`src/mem_stage_cfg.svh`:
```
`ifndef MEM_STAGE_CFG_SVH
`define MEM_STAGE_CFG_SVH

// data path width of the stage, also the memory word width
`define DMEM_XLEN 64

// words per byte bank, 512 x 8 bytes = 4 KiB in total
`define DMEM_DEPTH 512

// byte address that maps to memory word 0
`define DMEM_BASE 64'h0000_0000_8000_0000

`endif

```
`src/dmem_byte_bank.sv`:
```
`timescale 1ns/1ps
`include "mem_stage_cfg.svh"

module dmem_byte_bank #(
	parameter int DEPTH = `DMEM_DEPTH
) (
	input  logic                     clk,
	input  logic                     en,
	input  logic                     we,
	input  logic [$clog2(DEPTH)-1:0] index,
	input  logic [7:0]               wdata,
	output logic [7:0]               rdata
);

	logic [7:0] mem [DEPTH];

	always_ff @(posedge clk) begin
		if (we) begin
			mem[index] <= wdata;
		end
	end

	// read data holds between accepts
	always_ff @(posedge clk) begin
		if (en) begin
			rdata <= mem[index];
		end
	end

endmodule

```
`config.mk`:
```
export PLATFORM = sky130hd
export DESIGN_NAME = dmem_byte_bank
export DESIGN_NICKNAME = d
export VERILOG_FILES = /design/src/dmem_byte_bank.sv
export VERILOG_INCLUDE_DIRS = /design/src
export SDC_FILE = /design/constraint.sdc
export NUM_CORES = 2
export LEC_CHECK = 0
export BUFFER_PORTS_ARGS = -buffer_cell sky130_fd_sc_hd__buf_2
export CAP_MARGIN = 10
export CORE_ASPECT_RATIO = 1.5
export CORE_MARGIN = 5
export CORE_UTILIZATION = 45
export CTS_CLUSTER_SIZE = 12
export DETAILED_ROUTE_END_ITERATION = 12
export PLACE_DENSITY = 0.64
export SLEW_MARGIN = 10
export SYNTH_ARGS = -nofsm -noshare
export SYNTH_HDL_FRONTEND = slang
export SYNTH_SLANG_ARGS = --single-unit
```
`constraint.sdc`:
```
create_clock -name clk -period 5.9 [get_ports clk]
set_input_delay 1.18 -clock clk [delete_from_list [all_inputs] [get_ports clk]]
set_output_delay 1.18 -clock clk [all_outputs]
set_load 0.1 [all_outputs]
```
Word level (Yosys, flattened, before mapping)
Memories as Yosys holds them, arrays and structs flattened. A register that Yosys moved wholly into a read port is not among the register bits. Cells that the tools add are included.

Bits in writable memories: 4096. Output and inout port bits: 8. Flip-flop bits (word level): 0. Memories: 1.

Multiplexer cells: 2.

Memory list: mem (depth 512, width 8, read ports 1, clocked after Yosys merged registers in 1, wr ports 1, line dmem_byte_bank.sv:15) `logic [7:0] mem [DEPTH];`.

Operator list (count): 1-bit 2-to-1 mux (2).

Depth between registers and ports, before layout
Word-level depth: 2. Gate-level depth with buffers: 13. Depth with buffers taken out: 7.

Least setup slack after synthesis
Ideal clock, no wire load.

Path kind: in2reg. Start: input port index[0]. End: memory mem[463][0] (enable). Buffers on the path: 8. Path slack: 2.271 ns. Stages on the path: 10. Library setup time: 0.370 ns. Data arrival time: 3.258 ns. Path through: buf_6 > buf_12 > buf_6 > buf_6 > buf_4 > buf_2 > buf_2 > nand4_1 > clkbuf_1 > nor2_1.

RTL lines: from (decl) (line dmem_byte_bank.sv:10) `input logic [$clog2(DEPTH)-1:0] index,`; to (decl) (line dmem_byte_bank.sv:15).

Straight into the memory's write port.

==> out/qor.txt <==
Root Buffer: clkbuf_16
Post-CTS Resized: 0
Seq/Total Area, Yosys: 77.8%
initial antenna violation count: 26
Post-synth EDFFs: 4104
worst slew pin tran: 1.41 ns
final wirelength: 459000 µm
pwr dens: 325 mW/mm²
num ports: 28
postcts setup bufs: 0
Min-Delay Path Class: primary input to flip-flop
synthesized net count: 7595
Hold Slack: 0.677 ns
fin crit period: 5.59 ns
Seq cells post-synth: 4104
Switch Pwr: 12200 µW
Initial Utilization: 45.0%
DR WL/cell: 36.2 µm
commonest non-fill, non-tap cell in the layout: edfxtp_1
Chip Height: 737 µm
area grow syn2layout: 11.2%
Post-Syn Area per Cell: 20.9 µm²
Distinct cells, synth: 66
gpl congestion: 0.958
grt ovf: 0
Peak Freq: 179 MHz
Main synth FF type: edfxtp_1
R2R setup slack: 1.81 ns
Synth Instances: 7575
worst path arrival time: 6.22 ns
FF-to-FF path depth: 7
Worst VDD drop: 0.255 mV
area fraction of the dominant cell type after synthesis: 77.8%
Flop pwr share: 56.2%
number of global-route vias before repair: 82.1k
worst hold stages: 1
first-pass GRT wire length: 643000 µm
Fin Clk Skew: 0.0518 ns
sw frac: 21.3%
TritonCTS buffer count: 390
Worst Path Max Fanout: 48
CTS tree: yes
clock sinks: 4104
layout cells sized above 1: 21.2%
Crit. End Element: flip-flop
fill cell count: 27.5k
P_int: 45100 µW
final instance area: 0.176 mm²
synthesized area: 0.158 mm²
ranking of synthesized cells by area: edfxtp_1, mux4_2, mux2i_1
Residual DRC: 0
CTS H-tree lvls: 5
Final period util: 94.7%
num rows: 267
Synth area leader: edfxtp_1
placed instance area: 0.166 mm²
startpoint types: primary input
clock-pin slew on the worst setup and hold paths: 0.06 ns
status: finished, final reports clean
Slew Limit Fails: 0
Yosys warnings: 0
part of the power in the clock network: 38.8%
hpwl dp: 299000 µm
largest net degree at the start of global routing: 179
die footprint: 0.364 mm²
1st-iter DRT viols: 9727
Total GRT Usage: 25.0%
Vias: 80.0k
most frequent cells in the layout: edfxtp_1, mux4_2, nor2_1, mux2i_1, clkbuf_16
Critical Path RT: 6.54 ns
Die Width: 494 µm
Fin Setup TNS: 0 ns
PortBufs: 27
cts hold-fix bufs: 0
Core ar.: 0.352 mm²
critical path class: primary input to flip-flop
max cap viols: 0
Hold Vio Cnt, Final: 0
clk_lat worst skew: 0.95 ns
Rel. slew slack: 5.97%
Antenna Nets Post-Route: 0
CTS Buffer Depth: 4
fraction of registers with async set/reset: 0%
LEAKAGE: 0.0543 µW
Vias/cell: 6.31
unrepaired setup endpoints after global routing: false
fin nets: 7883
combinational group share of total power: 5.0%
drt first pass iters: 7
Finish-stage setup viols: 0
logic make-up after synthesis:
family,count (synthesis),synth area share (%)
buf+inv,487,1.59
compound gates,758,3.42
simple gates,958,2.73
flops,4104,77.8
mux,1268,14.5
layout make-up:
type	instances	area, µm²	share of cell area [%]
antenna	23	57.6	0.0327
clock buffer	443	10100	5.72
clock inverter	31	355	0.202
inverter	4	20.0	0.0114
multi-input combinational	2984	33000	18.7
sequential	4104	123000	69.9
tap	4707	5890	3.34
timing repair buffer	379	3610	2.05
stage by stage:
stage	setup WS (ns)	util, %	std cells	total power (µW)
floorplan	2.27	-	7575	34100
global placement	-0.649	47.1	12176	35600
detailed placement	-0.608	47.1	12177	35600
CTS	0.383	50.1	12651	57500
global route	0.322	50.1	12664	58700
finish	0.313	50.1	12675	57200
sequential cells by signal (all words and copies together), names as in the netlist:
register / cells
mem: 4096
rdata: 8
path summary, 6_finish.rpt:
| kind | start | endpoint |
|---|---|---|
| max | index[0] | rdata[3] |
| max reg2reg | mem[403][3] | rdata[3] |
| min | wdata[0] | mem[452][0] |
| min reg2reg | mem[189][7] | rdata[7] |
critical path: stages:
cell and delay [ns]:
buf_8 0.52, buf_12 0.42, buf_4 0.43, mux4_2 0.58, mux2i_1 0.41, o22ai_1 0.33
nor3_1 0.73, o211ai_1 0.48, nor3_1 0.75, nand4_1 0.21
cell usage after synthesis (12+ instances only):
master	instances
a211oi_1	36
a21oi_1	77
a221oi_1	91
a22o_1	47
a22oi_1	180
a31oi_1	76
a32oi_1	26
and2_1	17
and3_1	25
buf_1	19
buf_2	182
buf_4	56
buf_6	24
clkbuf_1	196
edfxtp_1	4104
mux2_2	18
mux2i_1	434
mux4_2	816
nand2_1	130
nand3_1	47
nand4_1	47
nor2_1	548
nor2b_1	25
nor3_1	22
nor4_1	38
o211ai_1	14
o21ai_0	45
o221ai_1	12
o22ai_1	118
power by group through the flow:
stage,sequential [µW],clock (µW),combinational (µW)
floorplan,32800,0,1340
global route,32100,23600,2930
detailed placement,32800,0,2850
global placement,32800,0,2800
CTS,32200,22500,2850
finish,32200,22200,2850
metal layers:
layer | GRT usage [%] | vias up | part of all wire, %
li1 | - | 32130 | -
met1 | 29.0 | 42515 | 33
met2 | 42.4 | 4288 | 51
met3 | 4.32 | 1081 | 7.7
met5 | 0 | - | 0.017
met4 | 17.3 | 14 | 8.5
(Power assumes the default switching activity.)
