### config.mk
export PLATFORM = sky130hd
export DESIGN_NAME = load_lane_extract
export DESIGN_NICKNAME = d
export VERILOG_FILES = /design/src/mem_stage_pkg.sv /design/src/load_lane_extract.sv
export VERILOG_INCLUDE_DIRS = /design/src
export SDC_FILE = /design/constraint.sdc
export NUM_CORES = 1
export LEC_CHECK = 0
export BUFFER_PORTS_ARGS = -buffer_cell sky130_fd_sc_hd__buf_2
export CORE_MARGIN = 8
export CORE_UTILIZATION = 40
export DETAILED_ROUTE_END_ITERATION = 8
export PLACE_DENSITY = 0.91
export RECOVER_POWER = 100
export SKIP_LAST_GASP = 1
export SLEW_MARGIN = 20
export SYNTH_ARGS = -nofsm -noshare
export SYNTH_HDL_FRONTEND = slang
export SYNTH_SLANG_ARGS = --single-unit
### constraint.sdc
create_clock -name vclk -period 2.15
set_input_delay 0 -clock vclk [all_inputs]
set_output_delay 0 -clock vclk [all_outputs]
set_load 0.03 [all_outputs]
### src/mem_stage_cfg.svh
`ifndef MEM_STAGE_CFG_SVH
`define MEM_STAGE_CFG_SVH

// data path width of the stage, also the memory word width
`define DMEM_XLEN 64

// words per byte bank, 512 x 8 bytes = 4 KiB in total
`define DMEM_DEPTH 512

// byte address that maps to memory word 0
`define DMEM_BASE 64'h0000_0000_8000_0000

`endif

### src/mem_stage_pkg.sv
`include "mem_stage_cfg.svh"

package mem_stage_pkg;

	// one data word, register and memory width
	typedef logic [`DMEM_XLEN-1:0] xlen_t;

	// one write enable per byte lane
	typedef logic [`DMEM_XLEN/8-1:0] lane_mask_t;

	// funct3 of loads and stores, 3'b111 has no meaning
	typedef enum logic [2:0] {
		FUNCT_B  = 3'b000, // lb / sb
		FUNCT_H  = 3'b001, // lh / sh
		FUNCT_W  = 3'b010, // lw / sw
		FUNCT_D  = 3'b011, // ld / sd
		FUNCT_BU = 3'b100, // lbu
		FUNCT_HU = 3'b101, // lhu
		FUNCT_WU = 3'b110  // lwu
	} mem_funct_t;

endpackage

### src/load_lane_extract.sv
`timescale 1ns/1ps
`include "mem_stage_cfg.svh"

module load_lane_extract
	import mem_stage_pkg::*;
(
	input  xlen_t      bank_data,
	input  logic       is_load,
	input  mem_funct_t funct,
	input  logic [2:0] offset,
	input  xlen_t      alu_result,
	output xlen_t      wb_data
);

	localparam int XLEN = `DMEM_XLEN;

	xlen_t      field;
	logic [5:0] bit_shift;
	xlen_t      load_data;

	assign bit_shift = {offset, 3'b000};

	// addressed byte moves down to bit 0
	assign field = bank_data >> bit_shift;

	always_comb begin
		case (funct)
			FUNCT_B: begin
				load_data = {{(XLEN-8){field[7]}}, field[7:0]};
			end
			FUNCT_H: begin
				load_data = {{(XLEN-16){field[15]}}, field[15:0]};
			end
			FUNCT_W: begin
				load_data = {{(XLEN-32){field[31]}}, field[31:0]};
			end
			FUNCT_D: begin
				load_data = field;
			end
			FUNCT_BU: begin
				load_data = {{(XLEN-8){1'b0}}, field[7:0]};
			end
			FUNCT_HU: begin
				load_data = {{(XLEN-16){1'b0}}, field[15:0]};
			end
			FUNCT_WU: begin
				load_data = {{(XLEN-32){1'b0}}, field[31:0]};
			end
			default: begin
				load_data = '0; // 3'b111
			end
		endcase
	end

	// everything that is not a load writes back the alu result
	assign wb_data = is_load ? load_data : alu_result;

endmodule

# Word level (Yosys, flattened, before mapping)
# Cells that the tools add are included.
dict set report totals {
  latchBits 0
  ramBits 0
  mem_count 0
  input_bits 135
  reg_bits 0
  rom_bits 0
  wordCells 10
  out_inout_bits 64
}
dict set report op_classes {
  eq_ne 6
  reduce_logical 1
  order_cmp 0
  muxes 2
  shift 1
  n_bitwise 0
  div 0
  n_addsub 0
  multipliers 0
}
# operator count
set ops {}
lappend ops {{one-hot mux 64 bit (7 select lines)} 1}
lappend ops {{2-to-1 mux 64 bit} 1}
lappend ops {{>> shifter 64 x 6 -> 64 bit} 1}
lappend ops {{equality test 3 bit (second input constant)} 3}
lappend ops {{equality test 3 x 2 -> 1 bit (second input constant)} 2}
lappend ops {{equality test 3 x 1 -> 1 bit (second input constant)} 1}
lappend ops {{zero test 3 bit} 1}

# Longest topological paths before layout
# Gate-level depths: netlist (run 1).
dict set report depth {
  depth_word 3
  mapped_depth 8
  ltp_nobuf 5
}

# Worst setup path before layout (run 1)
# OpenSTA, ideal clock, no wires.
dict set report synth_path {
  path_kind {in2out}
  startpoint {input port offset[0]}
  endpoint {output port wb_data[13]}
  path_buffers 3
  path_slack_ps 621
  stages 7
  arrival_ps 1529
  t_required_ps 2150
  cell_sequence {buf_6 buf_2 buf_1 a211oi_1 a211oi_1 a21oi_1 o221ai_1}
}
dict set report synth_between {
  elab_chain_len 3
}
# element line_no
set synth_lines {}
lappend synth_lines {{start: declaration} load_lane_extract.sv:10} ;# input logic [2:0] offset,
lappend synth_lines {{>> shifter 64 x 6 -> 64 bit} load_lane_extract.sv:24} ;# assign field = bank_data >> bit_shift;
lappend synth_lines {{one-hot mux 64 bit (7 select lines)} load_lane_extract.sv:27} ;# case (funct)
lappend synth_lines {{2-to-1 mux 64 bit} load_lane_extract.sv:56} ;# assign wb_data = is_load ? load_data : alu_result;
lappend synth_lines {{end: declaration} load_lane_extract.sv:12} ;# output xlen_t wb_data
# No other way between the ends.

# Worst setup path after layout (run 1)
dict set report layout_path {
  startpoint {input port offset[0]}
  endpoint {output port wb_data[35]}
}
# The elaborated chain is that of the path after synthesis.

==> key figures, run 1 <==
Logic synthesis
  • Syn Inst Count: 360
  • Syn nets: 495
  • Area share of the leading cell type in the synthesized netlist: 0.1938
  • Sequential share of the synthesized area: 0
  • Synth area leader: mux2i_1
  • Netlist cell types: 42
  • Avg Synthesized Cell Area: 6.743 µm²
  • Synth Cell Area: 0.002427 mm²
  • Synthesis warning total: 0
  • Top cells by area, synth: mux2i_1, o221ai_1, a211oi_1

Final layout
  • Fill cells: 588
  • Nets: 675
  • Area delta synth->final: 41.80%
  • Clkbuf count: 0
  • # diodes: 0
  • Post-route cell area: 0.003442 mm²
  • Util after Layout: 0.5848
  • Seq_cells: 0
  • Multi-input gate area: 0.002117 mm²
  • Layout cell share with drive strength beyond 1: 0.4108
  • Register area: 0 µm²

Place
  • Placement Setup Slack: 0.02885 ns
  • RD Place Congestion: 0.9494
  • Hpwl dp: 10.38 mm
  • Cell Area, Placed: 0.003468 mm²
  • Port Buf Inserts: 199

Drt
  • Routed Antenna Nets: 0
  • Drt pass-1 iters: 5
  • M1 WL: 5.371 mm
  • Met3 Wirelength: 1.263 mm
  • Initial drt markers: 225
  • Max layer used: met4
  • Via count: 3642
  • Met2 routed WL: 5.636 mm
  • WL per Instance: 20.44 µm
  • DRC: 0
  • Routed WL: 12.53 mm
  • Via density: 5.941

Critical path
  • Peak fanout along the critical path: 38
  • Setup CP Type: input port to output port
  • Crit-path max cell delay: 0.52 ns
  • Worst path required time: 2.15 ns
  • Setup crit start kind: input port
  • Worst-path cell chain: buf_4 -> buf_4 -> mux2i_1 -> mux2i_1 -> a22oi_1 -> nand2_1 -> clkbuf_2
  • Slowest cell on crit path: mux2i_1
  • Worst Path Arrival: 2.04 ns
  • Critical path endpoint category: output port

STA
  • Final Max Tran Viols: 0
  • Fin worst setup slack: 0.1089 ns
  • Min cycle time layout: 2.041 ns
  • TNS Setup: 0 ns
  • Final setup violating endpoints: 0
  • Fmax: 0.4899 GHz
  • Max_slew headroom: 0.4238
  • Final hold viol count: 0
  • RSZ-0062 raised after global routing: false
  • Slew @ Worst Pin: 0.8618 ns
  • Period utilization: 0.9493

Hold path
  • Worst Hold Class: input port to output port
  • Hold Path Depth: 3

Global routing
  • Global-route wire length before repair: 18.71 mm
  • Vias in the first global route: 3602
  • Global route overflow: 0
  • All-Layer GR Usage: 0.2614
  • Largest net degree at the start of global routing: 40
  • Initial antenna violation count: 0

Power and ir drop
  • Switching share of power: 0.6549
  • Comb power frac: 1.000
  • Leak Pwr: 1.825 nW
  • Net switching power: 0.6813 mW
  • Pwr dens: 302.2 mW/mm²
  • Clk pwr share: 0
  • Power share of the sequential group: 0
  • Worst vdd ir: 161.3 µV
  • Power Internal: 0.3589 mW

Floorplan
  • Die area: 0.008817 mm²
  • Initial Util: 0.4124
  • Chip Height: 93.90 µm
  • # rows: 28
  • Core area: 0.005886 mm²
  • I/O pins: 199
  • Width of the chip: 93.90 µm

Flow run
  • Maxcap violations: 0

Run status
  • Status: finished clean

Clocking
  • Post-CTS setup buffers: 0
layout make-up:
type	instances	area share
Inverter	35	0.03817
Multi-Input combinational cell	288	0.6150
Tap cell	75	0.02726
Timing Repair Buffer	215	0.3195
stage by stage:
step	cells	power, mW	hold WS (ns)
2_1_floorplan	360	0.6613	0.2356
3_3_place_gp	613	1.024	0.3582
3_5_place_dp	613	1.037	0.3583
4_1_cts	613	1.040	0.3595
5_1_grt	613	1.108	0.3874
6_report	613	1.040	0.3668
timing repair:
item                                   CTS  global route
hold buffers                             0             0
resized for setup                        0             1
endpoints found under the hold margin    0             0
setup endpoints to repair                0            15
worst max-delay path, delay by kind of cell:
| family | cells | cell delay, ns |
|---|---|---|
| AOI/OAI and AO/OA | 1 | 0.27 |
| buffers and inverters | 3 | 0.87 |
| muxes | 2 | 0.79 |
| and+or+nand+nor | 1 | 0.08 |
cells by family after synthesis:
group           synth area share
mux                       0.2191
compound gates            0.4562
buf+inv                   0.1299
simple gates              0.1949
synth_stat cells, drive strengths merged (8+ instances only):
cell type	n
a211oi	26
inv	34
buf	20
clkbuf	17
nor2b	16
nor2	21
o2bb2ai	8
o21ai	9
nand2	38
a21oi	22
o22ai	15
o221ai	32
mux2i	49
a22oi	23
final timing paths:
path,from,end,slack [ns]
worst min-delay path,alu_result[0],wb_data[0],0.37
worst max-delay path,offset[0],wb_data[35],0.11
layer usage:
layer / up-vias / global-route usage
li1: 1743 / -
met3: 19 / 0.04956
met1: 1651 / 0.3447
met4: 0 / 0.06077
met2: 229 / 0.4247
met5: - / 0
power by group through the flow:
stage | logic, mW | clock network, mW | registers, mW
6_report | 1.04 | 0 | 0
5_1_grt | 1.11 | 0 | 0
4_1_cts | 1.04 | 0 | 0
3_5_place_dp | 1.04 | 0 | 0
3_3_place_gp | 1.02 | 0 | 0
2_1_floorplan | 0.661 | 0 | 0
cell usage in the layout (no fill, tap or decap), types with 2 or more instances in the layout:
cell and count:
nand2_1 38, mux2_2 2, mux2i_2 2, inv_1 33, or3_1 2, a21oi_1 22, nand2b_1 5, clkbuf_2 45
clkbuf_1 15, mux2i_1 47, a211oi_1 26, nor2b_1 16, o2bb2ai_1 8, o21ai_0 9, o221ai_2 9, a22oi_1 23
o22ai_1 15, buf_2 138, buf_4 16, nor2_1 19, o221ai_1 23, nand3_1 4
Note: power is estimated with default switching activity, not from simulation.
==> run 2: changes to the inputs <==
--- a/config.mk
+++ b/config.mk
@@ -12,6 +12,7 @@
 export DETAILED_ROUTE_END_ITERATION = 8
 export PLACE_DENSITY = 0.91
 export RECOVER_POWER = 100
+export SETUP_SLACK_MARGIN = 0.2
 export SKIP_LAST_GASP = 1
 export SLEW_MARGIN = 20
 export SYNTH_ARGS = -nofsm -noshare
==> constraint.sdc (replaced) <==
create_clock -name vclk -period 2.1
set_input_delay 0 -clock vclk [all_inputs]
set_output_delay 0 -clock vclk [all_outputs]
set_load 0.03 [all_outputs]
==> run 2 against run 1 <==
Global-route usage decreased by 0.24 points. Clock-buffer cell count did not move. Via count grew 0.27%. Critical path depth up 2. Sequential share of layout area unchanged. Routed wire length down 0.50%. Highest routed layer unchanged. Combinational power about the same.
==> key figures, run 2 (synthesis results as in run 1) <==
STA
  • Period utilization: 0.9005
  • Final Max Tran Viols: 0 (unchanged)
  • TNS Setup: 0 ns (unchanged)
  • Slew @ Worst Pin: 0.6064 ns (-0.2554 ns)
  • Fmax: 0.5288 GHz
  • Min cycle time layout: 1.891 ns
  • Final setup violating endpoints: 0 (unchanged)
  • Final hold viol count: 0 (unchanged)
  • Max_slew headroom: 0.5939 (+0.1701)
  • RSZ-0062 raised after global routing: true

Global routing
  • Largest net degree at the start of global routing: 62 (+55%)
  • Global route overflow: 0 (unchanged)
  • Top Usage Layer GRT: met2
  • Met1 usage: 0.3473 (+0.002601)
  • All-Layer GR Usage: 0.2591 (-0.002352)
  • Initial antenna violation count: 0 (unchanged)
  • Global Route met3 Usage: 0.05675 (+0.007194)
  • Global-route wire length before repair: 18.64 mm (-0.41%)
  • Vias in the first global route: 3636 (+0.94%)
  • GRT met2 Usage: 0.4253 (+0.0005834)

Drt
  • Drt pass-1 iters: 5 (unchanged)
  • Via count: 3652 (+0.27%)
  • Initial drt markers: 219 (-2.7%)
  • DRC: 0 (unchanged)
  • WL per Instance: 20.14 µm (-1.5%)
  • Routed WL: 12.47 mm (-0.50%)
  • Routed Antenna Nets: 0 (unchanged)
  • Via density: 5.900 (-0.70%)

Floorplan
  • Die area: 0.008817 mm² (unchanged)
  • Chip Height: 93.90 µm (unchanged)
  • Core area: 0.005886 mm² (unchanged)
  • I/O pins: 199 (unchanged)
  • # rows: 28 (unchanged)
  • Initial Util: 0.4124 (unchanged)
  • Width of the chip: 93.90 µm (unchanged)

Place
  • Hpwl dp: 10.42 mm (+0.32%)
  • Cell Area, Placed: 0.003513 mm² (+1.3%)
  • Placed Cells: 619 (+0.98%)
  • RD Place Congestion: 0.9367 (-1.3%)
  • Port Buf Inserts: 199 (unchanged)

Final layout
  • Most common library cell in the layout ignoring fill and taps: buf_2
  • Post-route cell area: 0.003473 mm² (+0.91%)
  • Register area: 0 µm² (unchanged)
  • Commonest non-fill, non-tap cells in the layout: buf_2, mux2i_1, clkbuf_1
  • Clkbuf count: 0 (unchanged)
  • Layout cell share with drive strength beyond 1: 0.3621 (-0.04865)
  • Area delta synth->final: 43.09%
  • Final cell count without fillers: 619 (+0.98%)
  • Seq_cells: 0 (unchanged)
  • # diodes: 0 (unchanged)
  • Nets: 681 (+0.89%)
  • Util after Layout: 0.5901 (+0.005315)

Critical path
  • Top Family by Delay on Critical Path: buffers and inverters
  • Most used cell, CP: buf_4
  • WP buf/inv: 4 (+1)
  • Worst Path Arrival: 1.89 ns (-0.15 ns)
  • Critical path endpoint category: output port
  • Peak fanout along the critical path: 32 (-16%)
  • Crit-path max cell delay: 0.45 ns (-0.07 ns)
  • Setup crit start kind: input port
  • Setup CP Type: input port to output port
  • Worst path required time: 2.10 ns (-0.05 ns)
  • Worst-path cell chain: buf_4 -> buf_4 -> nor2b_1 -> o22ai_1 -> a2111oi_4 -> nor3_4 -> buf_12 -> o221ai_2 -> clkbuf_1
  • Slowest cell on crit path: a2111oi_4

Run status
  • Status: finished clean

Flow run
  • Maxcap violations: 0 (unchanged)

Power and ir drop
  • Leak Pwr: 1.768 nW (-3.1%)
  • Tot Pwr: 1.063 mW (+2.2%)
  • Pwr dens: 306.0 mW/mm² (+1.2%)
  • Worst vdd ir: 174.2 µV (+8.0%)

Clocking
  • Hold bufs inserted after CTS: 0 (unchanged)
  • Post-CTS setup buffers: 0 (unchanged)

Hold path
  • Worst Hold Class: input port to output port
[run 2: metal layers]
| metal | part of all wire | routed length [µm] |
|---|---|---|
| met1 | 0.43 | 5348 |
| met2 | 0.46 | 5742 |
| met3 | 0.11 | 1322 |
| met4 | 0.0041 | 51 |
| met5 | 0 | 0 |
[run 2: per-stage QoR]
step	hold WS [ns]	setup WS, ns
6_report	0.3576	0.2090
5_1_grt	0.3669	0.09486
4_1_cts	0.3615	0.2408
3_5_place_dp	0.3615	0.0009752
3_3_place_gp	0.3577	0.08732
2_1_floorplan	0.2356	0.5708
[run 2: path summary, 6_finish.rpt]
check                         start  cells past startpoint           to
worst min-delay path  alu_result[7]                      3   wb_data[7]
worst max-delay path      offset[0]                      9  wb_data[54]
[run 2: final cells by class]
type | instances | area, µm²
fill | 619 | 2412
inverter | 35 | 131.4
multi-input combinational | 288 | 2122
timing repair buffer | 221 | 1126
tap | 75 | 93.84
[run 2: where the power goes]
part           internal, mW  switching [mW]
Clock                     0               0
Combinational         0.367           0.696
Sequential                0               0
Total                 0.367           0.696
[run 2: worst min-delay path, delay by kind of cell]
family                 cells  cell delay (ns)
buffers and inverters      2             0.27
AOI/OAI and AO/OA          1             0.09
[run 2: timing repair]
item                                   4_1_cts  5_1_grt
setup endpoints to repair                   31       29
pin swaps                                    0        1
resized for setup                            2        4
endpoints found under the hold margin        0        0
