`config.mk`:
```
export PLATFORM = sky130hd
export DESIGN_NAME = store_lane_steer
export DESIGN_NICKNAME = d
export VERILOG_FILES = /design/src/mem_stage_pkg.sv /design/src/store_lane_steer.sv
export VERILOG_INCLUDE_DIRS = /design/src
export SDC_FILE = /design/constraint.sdc
export NUM_CORES = 1
export LEC_CHECK = 0
export ABC_AREA = 1
export BUFFER_PORTS_ARGS = -buffer_cell sky130_fd_sc_hd__buf_2
export CORE_MARGIN = 1.5
export CORE_UTILIZATION = 39
export DETAILED_ROUTE_END_ITERATION = 10
export MAX_ROUTING_LAYER = met4
export PLACE_DENSITY = 0.8
export SETUP_SLACK_MARGIN = 0.1
export SLEW_MARGIN = 20
export SYNTH_ARGS = -nofsm -noshare
export SYNTH_HDL_FRONTEND = slang
export SYNTH_SLANG_ARGS = --single-unit
```
`constraint.sdc`:
```
create_clock -name vclk -period 1.35
set_clock_uncertainty 0.2 [all_clocks]
set_input_delay 0.3375 -clock vclk [all_inputs]
set_output_delay 0.3375 -clock vclk [all_outputs]
set_load 0.005 [all_outputs]
```
`src/mem_stage_cfg.svh`:
```
`ifndef MEM_STAGE_CFG_SVH
`define MEM_STAGE_CFG_SVH

// data path width of the stage, also the memory word width
`define DMEM_XLEN 64

// words per byte bank, 512 x 8 bytes = 4 KiB in total
`define DMEM_DEPTH 512

// byte address that maps to memory word 0
`define DMEM_BASE 64'h0000_0000_8000_0000

`endif

```
`src/mem_stage_pkg.sv`:
```
`include "mem_stage_cfg.svh"

package mem_stage_pkg;

	// one data word, register and memory width
	typedef logic [`DMEM_XLEN-1:0] xlen_t;

	// one write enable per byte lane
	typedef logic [`DMEM_XLEN/8-1:0] lane_mask_t;

	// funct3 of loads and stores, 3'b111 has no meaning
	typedef enum logic [2:0] {
		FUNCT_B  = 3'b000, // lb / sb
		FUNCT_H  = 3'b001, // lh / sh
		FUNCT_W  = 3'b010, // lw / sw
		FUNCT_D  = 3'b011, // ld / sd
		FUNCT_BU = 3'b100, // lbu
		FUNCT_HU = 3'b101, // lhu
		FUNCT_WU = 3'b110  // lwu
	} mem_funct_t;

endpackage

```
`src/store_lane_steer.sv`:
```
`timescale 1ns/1ps

module store_lane_steer
	import mem_stage_pkg::*;
(
	input  logic       accept,
	input  logic       is_store,
	input  mem_funct_t funct,
	input  logic [2:0] offset,
	input  xlen_t      rs2_data,
	output lane_mask_t lane_we,
	output xlen_t      lane_data
);

	lane_mask_t size_mask;
	logic [5:0] bit_shift;

	// bytes covered by the store, before placing at the offset
	always_comb begin
		case (funct)
			FUNCT_B: size_mask = lane_mask_t'(8'h01);
			FUNCT_H: size_mask = lane_mask_t'(8'h03);
			FUNCT_W: size_mask = lane_mask_t'(8'h0f);
			FUNCT_D: size_mask = lane_mask_t'(8'hff);
			default: size_mask = '0; // no such store
		endcase
	end

	assign bit_shift = {offset, 3'b000};

	// only a handshaked store may touch the banks
	always_comb begin
		if (accept && is_store) begin
			lane_we = size_mask << offset;
		end else begin
			lane_we = '0;
		end
	end

	// low bytes of rs2 move up to the addressed lanes
	assign lane_data = rs2_data << bit_shift;

endmodule

```
== After elaboration in Yosys (flattened, before gate mapping) ==
Index checks and enable logic that the tools add are counted.
Operators by class
  equal/unequal tests: 3
  shifts and indexed selects: 2
  multiplexer cells: 2
  reductions and logical operators: 2
Operators with widths (count)
  left shift 64 x 6 -> 64 bit: 1
  one-hot mux 8 bit (4 select lines): 1
  2-to-1 mux 8 bit: 1
  left shift 8 x 3 -> 8 bit: 1
  equality test 3 x 2 -> 1 bit (second input constant): 2
  equality test 3 x 1 -> 1 bit (second input constant): 1
  zero test 3 bit: 1
  logical AND 1 bit: 1
Word-level totals
  register bits after elaboration: 0

== Logic depth before layout (Yosys ltp) ==
Gate-level depths: netlist (run 1).
  word-level depth: 4
  depth in mapped cells: 9
  depth with buffers taken out: 6

== Least setup slack after synthesis (run 1) ==
Ideal clock, no wire load.
  path kind: input to output
  start: input offset[1]
  end: output lane_data[34]
  arrival time: 1028 ps
  setup slack: -216 ps
  stages on the path: 7
  path through: buf_4 inv_2 buf_6 buf_4 nand3_1 nand3_1 o21ai_0
Between the ends
  longest elaborated chain between the ends: 1
RTL lines
  from (decl): RTL line store_lane_steer.sv:9  | input logic [2:0] offset,
  left shift 64 x 6 -> 64 bit: RTL line store_lane_steer.sv:41  | assign lane_data = rs2_data << bit_shift;
  to (decl): RTL line store_lane_steer.sv:12  | output xlen_t lane_data
Every way passes these cells.

== Final worst setup path (run 1) ==
  start: input offset[0]
  end: output lane_data[51]
Same word-level chain as after synthesis.

==> results.md, run 1 <==
- Status: complete, but fails checks
- Failing checks: setup timing
- Critical Path RT: 810 ps
- First-pass GRT wire length: about 14000 um
- Row cnt: 25
- Via count: 3707
- Core area: 0.00482 mm^2
- Synth Area in Compound Gates: 0.0855
- Die Width: 74.4 um
- DR iter-0 viols: 316
- Tmin final: about 1800 ps
- P&R area growth vs syn: 91.4%
- Commonest cells after routing, fill and taps aside: buf_2, nand2_1, nand3_1
- Synth Cell Area: between 0.0015 and 0.002 mm^2
- Critical path arrival: 1220 ps
- Share of the yosys chip area belonging to registers: 0
- Reg power frac: 0
- Clock buffer count: 0
- Initial Utilization: 0.413
- Io pins: 144
- Leakage: 2.04 nW
- HPWL Detailed: 5810 um
- Slew margin rel.: 0.859
- Tightest Hold Check Type: primary input to output port
- Int Power: about 620 uW
- Hold slack: 830 ps
- CP max FO: 15
- Post-synthesis mux area share: 0
- # DRC: 0
- Max Cap Violations: 0
- Die ar.: 0.00554 mm^2
- ANT cells: 0
- Met1 GRT Util: 0.357
- Unrepaired setup endpoints after global routing: yes
- VDD IR max: 0.208 mV
- GRT Total Usage: 0.307
- Vias in the first global route: between 3000 and 4000
- Simple-Gate Fraction of Synth Area: 0.764
- Switching share of power: 0.547
- Fin crit share: 1.30
- Post-DR wirelength/cell: around 15 um
- Fmax: 570 MHz
- NetSw: 750 uW
- Max-slew violation count: 0
- Synth cell types: 18
- Worst-margin pin slew: between 200 and 250 ps
- Yosys warning count: 0
- Critical Path End Type: output port
- Aggregate global routing overflow: 0
- Port buffer count: around 140
- Routed Antenna Nets: 0
- Post-Synth XOR/XNOR Area: 0
- Main combinational cell family by area after synthesis: simple AND/OR/NAND/NOR gates
- Clock share of power: 0
- Startpoint type of the worst setup path: primary input
- Die Y: ~74 um
- Hold Path Cell Cnt: 4
- Met3 Use GR: 0.0108
- Post-Synth Adder-Cell Area: 0
- Kind of critical path: primary input to output port
- Commonest non-fill, non-tap cell in the layout: buf_2
- Endpoints failing hold: 0
- Fillers: 386
- GR Layer Usage met2: 0.569
- FF+latch area: 0 um^2
- Post-Syn Nets: 514
- Multi-input logic area: 0.00221 mm^2
- Layout cells sized above 1: 0.542
- Drt pass-1 iters: 5
- GP Congestion: 0.930
- FFs & Latches: 0
- Synth Instances: about 440
- Final nets: roughly 660
- Routed wire length: 9880 um
- Mean Syn Cell Area: 4.50 um^2
- Routed vias/inst: 5.69
- Gr busiest metal: met2
- Setup violators final: ~70
- Pin count of the biggest net entering global routing: 32
- Power per cell area: 360 mW/mm^2
- Setup_tns: -22220 ps
- Gate power share: 1.000
- Initial antenna violation count: 0
- Setup ws final: -404 ps
## layer usage
layer | vias up | wire length [um]
met2 | 227 | 5100
met3 | 28 | 798
met1 | 1689 | 3770
met5 | - | 0
met4 | 0 | 213
li1 | 1763 | -
## through the flow
stage          power, mW   util  cell area (um^2)  std cells  setup slack, ps
6_report            1.37  0.790              3810        652             -404
5_1_grt             1.48  0.790              3810        652             -475
4_1_cts             1.20  0.713              3440        646             -357
3_5_place_dp        1.03  0.618              2980        637             -454
3_3_place_gp        1.02  0.618              2980        637             -425
2_1_floorplan      0.640      -              2180        442             -207
## Yosys cell counts
cell | count | area (um^2)
a21oi_1 | 1 | 5.00
inv_4 | 1 | 6.26
nand2_1 | 178 | 668
nand4_1 | 1 | 6.26
o21ai_1 | 25 | 125
buf_4 | 9 | 67.6
nor2_2 | 1 | 6.26
nand3_1 | 138 | 691
buf_1 | 1 | 3.75
nor3_1 | 1 | 5.00
clkbuf_1 | 6 | 22.5
o21ai_0 | 8 | 40.0
clkbuf_2 | 1 | 5.00
nor2_1 | 38 | 143
inv_2 | 2 | 7.51
buf_6 | 7 | 78.8
inv_1 | 9 | 33.8
buf_2 | 15 | 75.1
## final timing paths
path                         from       endpoint  slack, ps
worst min-delay path  rs2_data[7]   lane_data[7]        830
worst max-delay path    offset[0]  lane_data[51]       -400
## cell families after synthesis
kind of cell | after synthesis
buf+inv | 51
simple gates | 357
compound gates | 34
## layout make-up
cell class,count,area share
timing repair inverter,1,0.00296
timing repair buffer,181,0.371
inverter,12,0.0233
multi-input combinational,391,0.581
tap,67,0.0220
## critical path, stage by stage
cell and delay, ps:
buf_12 120, inv_12 80, buf_12 140, nand2_1 90
nand3_1 100, nand2_2 70, o21ai_1 130, buf_2 130
## power groups by stage
stage / registers [mW] / logic (mW) / clock network, mW
6_report: 0 / 1.37 / 0
5_1_grt: 0 / 1.48 / 0
4_1_cts: 0 / 1.20 / 0
3_5_place_dp: 0 / 1.03 / 0
3_3_place_gp: 0 / 1.02 / 0
2_1_floorplan: 0 / 0.640 / 0
## timing repair
item                       in CTS  in global routing
hold endpoints to repair        0                  0
setup endpoints to repair      72                 72
buffers inserted                2                  2
gates resized for setup        72                 70
cloned                          7                  4
pin swaps                      14                 12
hold buffers                    0                  0
Power figures use the tool's default switching activity.
==> run 2, diff against run 1 <==
REMOVE_ABC_BUFFERS = 1   (was default)
==> run 2 against run 1 <==
The flow still finishes with violations (setup timing). Hold slack got worse by 12 ps. Die area did not move. Utilization fell by 1.2 points. Flip-flop and latch count did not move. Non-clock buffer count rose by 8. Global-route usage rose by 0.69 points. Sequential share of layout area did not move. Maximum frequency barely moved. Power fell by 2.1%. Critical path depth rose by 1. Via count rose by 4.7%. Critical endpoint is now lane_data[49].
==> results.md, run 2 (synthesis gave the netlist of run 1 again) <==
- Routed wire length: 9970 um (+0.86%)
- Critical path arrival: 1220 ps (about the same)
- Critical Path End Type: output port
- Setup violators final: 72 (unchanged)
- First-pass GRT wire length: 13900 um (+2.1%)
- Critical Path, Cell by Cell: buf_12 -> inv_12 -> buf_8 -> clkbuf_16 -> nand2_1 -> nand3_1 -> nand3_1 -> o21ai_1 -> buf_2
- Post-DR wirelength/cell: 15.1 um (-0.36%)
- # DRC: 0 (unchanged)
- P&R area growth vs syn: 88.5%
- Layout cells sized above 1: 0.476 (-0.0663)
- Drt pass-1 iters: 5 (unchanged)
- Die Y: 74.4 um (unchanged)
- Row cnt: 25 (unchanged)
- Clock buffer count: 0 (unchanged)
- Startpoint type of the worst setup path: primary input
- Initial Utilization: 0.413 (unchanged)
- Kind of critical path: primary input to output port
- DP Area: 0.00282 mm^2 (-5.4%)
- ANT cells: 0 (unchanged)
- Die ar.: 0.00554 mm^2 (unchanged)
- Commonest cells after routing, fill and taps aside: nand2_1, buf_2, nand3_1
- Worst-margin pin slew: 237 ps (+25.8 ps)
- Fillers: 391 (+1.3%)
- Core area: 0.00482 mm^2 (unchanged)
- Setup_tns: -21450 ps (+765 ps)
- Aggregate global routing overflow: 0 (unchanged)
- Cell repeated most along the worst path: nand3_1
- Tightest Hold Check Type: primary input to output port
- Max stage delay on crit path: 160 ps (+20 ps)
- Setup ws final: -403 ps (+1.18 ps)
- Status: complete, but fails checks
- Slew margin rel.: 0.842 (-0.0172)
- Endpoints failing hold: 0 (unchanged)
- Final nets: 667 (+1.2%)
- Die Width: 74.4 um (unchanged)
- Slowest-stage cell, CP: clkbuf_16
- Max Cap Violations: 0 (unchanged)
- Vias in the first global route: 3273 (+1.5%)
- Initial antenna violation count: 0 (unchanged)
- Leakage: 2.08 nW (+1.8%)
- VDD IR max: 0.250 mV (+20%)
- DR iter-0 viols: 238 (-25%)
- Final instance area: 0.00375 mm^2 (-1.5%)
- Routed vias/inst: 5.88 (+3.5%)
- Via count: 3883 (+4.7%)
- CP Buf/Inv Count: 5 (+1)
- GRT Total Usage: 0.314 (+0.00689)
- Pin count of the biggest net entering global routing: 39 (+22%)
- FFs & Latches: 0 (unchanged)
- Commonest non-fill, non-tap cell in the layout: nand2_1
- CP max FO: 6 (-9)
- Io pins: 144 (unchanged)
- Unrepaired setup endpoints after global routing: yes
- GP Congestion: 0.917 (-1.4%)
- HPWL Detailed: 5810 um (about the same)
- Cell family with most CP delay: buffers and inverters
- Critical Path RT: 810 ps (about the same)
- FF+latch area: 0 um^2 (unchanged)
- Failing checks: setup timing
- Power per cell area: 358 mW/mm^2 (-0.61%)
- Routed Antenna Nets: 0 (unchanged)
- Max-slew violation count: 0 (unchanged)
- Fmax: 571 MHz (about the same)
- Fin crit share: 1.30 (about the same)
- Port buffer count: 144 (unchanged)
- Tmin final: 1750 ps (-1.18 ps)
[run 2: cell count changes in the layout (fill, tap and decap cells not counted), sizes merged]
cell / previous run / this run
buf: 178 / 184
clkbuf: 3 / 5
clkinv: 1 / 0
inv: 12 / 13
[run 2: repair_timing]
item,in CTS,in global routing
pin swaps,6,12
hold buffers,0,0
setup buffers,6,2
setup endpoints to repair,72,72
gates cloned,10,4
gates resized for setup,79,77
[run 2: area by class of cell]
cell class | count | area [um^2] | area share
Multi-Input combinational cell | 391 | 2100 | 0.561
Timing Repair Buffer | 189 | 1480 | 0.394
Tap cell | 67 | 83.8 | 0.0224
Inverter | 12 | 76.3 | 0.0204
Timing Repair inverter | 1 | 8.76 | 0.00234
[run 2: final timing paths]
path	from	endpoint	cells past startpoint
setup / recovery	offset[0]	lane_data[49]	9
hold / removal	rs2_data[5]	lane_data[5]	4
[run 2: metal layers]
metal / vias to the layer above / global-route usage / part of all wire
li1: 1780 / - / -
met1: 1749 / 0.357 / 0.36
met2: 306 / 0.573 / 0.50
met3: 48 / 0.0312 / 0.099
met4: 0 / 0.0949 / 0.037
met5: - / - / 0
[run 2: where the power goes]
group | internal, mW | switching [mW]
clock | 0 | 0
sequential | 0 | 0
combinational | 0.618 | 0.725
[run 2: through the flow]
step                power, mW  utilization  std cells  hold slack (ps)  setup WS (ps)
finish                   1.34        0.778        660              817           -403
floorplan               0.463            -        403              506           -444
CTS                      1.17        0.697        655              812           -364
global placement        0.949        0.585        639              821           -408
detailed placement      0.971        0.585        639              824           -449
global route             1.45        0.778        660              844           -461
==> run 3, diff against run 2 <==
SKIP_LAST_GASP = 1   (was default)
==> run 3 against run 2 <==
The run still ends with setup timing left. Hold slack better by 1.2 ps. Combinational power hardly changed. Final cell count is 0.45% higher. First-iteration DRC count is 17% higher. Sequential share of layout area stayed put. Die area stayed put. Maximum frequency is 1.7% lower. Global-route usage is 0.20 points lower. Critical path type unchanged. Largest cell class unchanged. Highest routed layer unchanged.
==> results.md, run 3 (synthesis gave the netlist of run 1 again) <==
- Max Cap Violations: 0 (unchanged)
- Critical Path End Type: output port
- Startpoint type of the worst setup path: primary input
- Die Width: 74.4 um (unchanged)
- Routed wire length: 10100 um (+1.2%)
- Power per cell area: 360 mW/mm^2 (+0.46%)
- Die ar.: 0.00554 mm^2 (unchanged)
- Commonest cells after routing, fill and taps aside: buf_2, nand2_1, nand3_1
- Total Power: 1.36 mW (+1.2%)
- Setup violators final: 72 (unchanged)
- Core area: 0.00482 mm^2 (unchanged)
- GRT Total Usage: 0.312 (-0.00201)
- Via count: 3878 (-0.13%)
- Routed Antenna Nets: 0 (unchanged)
- # DRC: 0 (unchanged)
- Max-slew violation count: 0 (unchanged)
- Kind of critical path: primary input to output port
- Vias in the first global route: 3272 (-0.031%)
- GP Congestion: 0.917 (unchanged)
- Tmin final: 1780 ps (+30.0 ps)
- Row cnt: 25 (unchanged)
- VDD IR max: 0.256 mV (+2.3%)
- Drt pass-1 iters: 5 (unchanged)
- Aggregate global routing overflow: 0 (unchanged)
- Worst setup path end: lane_data[39]
- Fin crit share: 1.32 (+0.0222)
- FFs & Latches: 0 (unchanged)
- Endpoints failing hold: 0 (unchanged)
- Commonest non-fill, non-tap cell in the layout: buf_2
- ANT cells: 0 (unchanged)
- Clock buffer count: 0 (unchanged)
- Failing checks: setup timing
- HPWL Detailed: 5810 um (unchanged)
- FF+latch area: 0 um^2 (unchanged)
- Leakage: 2.09 nW (+0.62%)
- CP max FO: 6 (unchanged)
- Worst setup path start: offset[0]
- Initial Utilization: 0.413 (unchanged)
- Setup ws final: -433 ps (-30.0 ps)
- Die Y: 74.4 um (unchanged)
- DR iter-0 viols: 278 (+17%)
- P&R area growth vs syn: 89.9%
- Layout cells sized above 1: 0.482 (+0.00600)
- Hold slack: 819 ps (+1.17 ps)
- Final nets: 670 (+0.45%)
- Routed vias/inst: 5.85 (-0.58%)
- Slew margin rel.: 0.850 (+0.00789)
- Unrepaired setup endpoints after global routing: yes
- First-pass GRT wire length: 13800 um (-0.10%)
- Critical path arrival: 1250 ps (+30 ps)
- Io pins: 144 (unchanged)
- # hold bufs at CTS: 0 (unchanged)
- Critical Path RT: 810 ps (about the same)
- Initial antenna violation count: 0 (unchanged)
- Post-DR wirelength/cell: 15.2 um (+0.74%)
- Worst-margin pin slew: 224 ps (-12.4 ps)
- Tightest Hold Check Type: primary input to output port
- Status: complete, but fails checks
- Pin count of the biggest net entering global routing: 39 (unchanged)
- Fmax: 561 MHz (-1.7%)
- Port buffer count: 144 (unchanged)
## run 3: critical path, cell delays in order
cell,delay [ps]
buf_12,130
inv_12,90
buf_8,120
clkbuf_16,160
nand2_4,60
nand3_2,60
nand3_2,70
o21ai_1,90
buf_2,140
## run 3: layer usage
metal / share of wire / GRT usage
met1: 0.36 / 0.364
met2: 0.50 / 0.563
met3: 0.096 / 0.0312
met4: 0.042 / 0.0869
met5: 0 / -
## run 3: worst min-delay path by stage
stage,endpoint,from,cells after the start,slack [ps]
3_5_place_dp,lane_data[4],rs2_data[4],4,820
5_1_grt,lane_data[5],rs2_data[5],4,840
6_report,lane_data[5],rs2_data[5],4,820
3_3_place_gp,lane_data[2],rs2_data[2],4,820
4_1_cts,lane_data[6],rs2_data[6],4,810
2_1_floorplan,lane_data[0],offset[2],1,510
## run 3: layout make-up
cell class | instances | area, um^2
fillers | 385 | 1040
repair inverters | 1 | 11.3
repair buffers | 192 | 1530
multi-input cells | 391 | 2070
inverters | 12 | 76.3
well taps | 67 | 83.8
## run 3: power by group
part | internal, mW | switching [mW] | leakage [nW] | total, mW
Sequential | 0 | 0 | 0 | 0
Clock | 0 | 0 | 0 | 0
Combinational | 0.631 | 0.728 | 2.09 | 1.36
## run 3: what timing repair did
action | CTS | global route
cloned | 10 | 6
pin swaps | 6 | 27
endpoints found under the setup margin | 72 | 72
buffers inserted | 6 | 4
resized for setup | 71 | 84
## run 3: stage by stage
stage | util | instances | cell area [um^2] | setup WS [ps] | TNS (ps)
floorplan | - | 403 | 1740 | -444 | -26380
global placement | 0.585 | 639 | 2820 | -408 | -24460
detailed placement | 0.585 | 639 | 2820 | -449 | -26210
CTS | 0.691 | 655 | 3330 | -364 | -20590
global route | 0.784 | 663 | 3780 | -441 | -25740
finish | 0.784 | 663 | 3780 | -433 | -21870
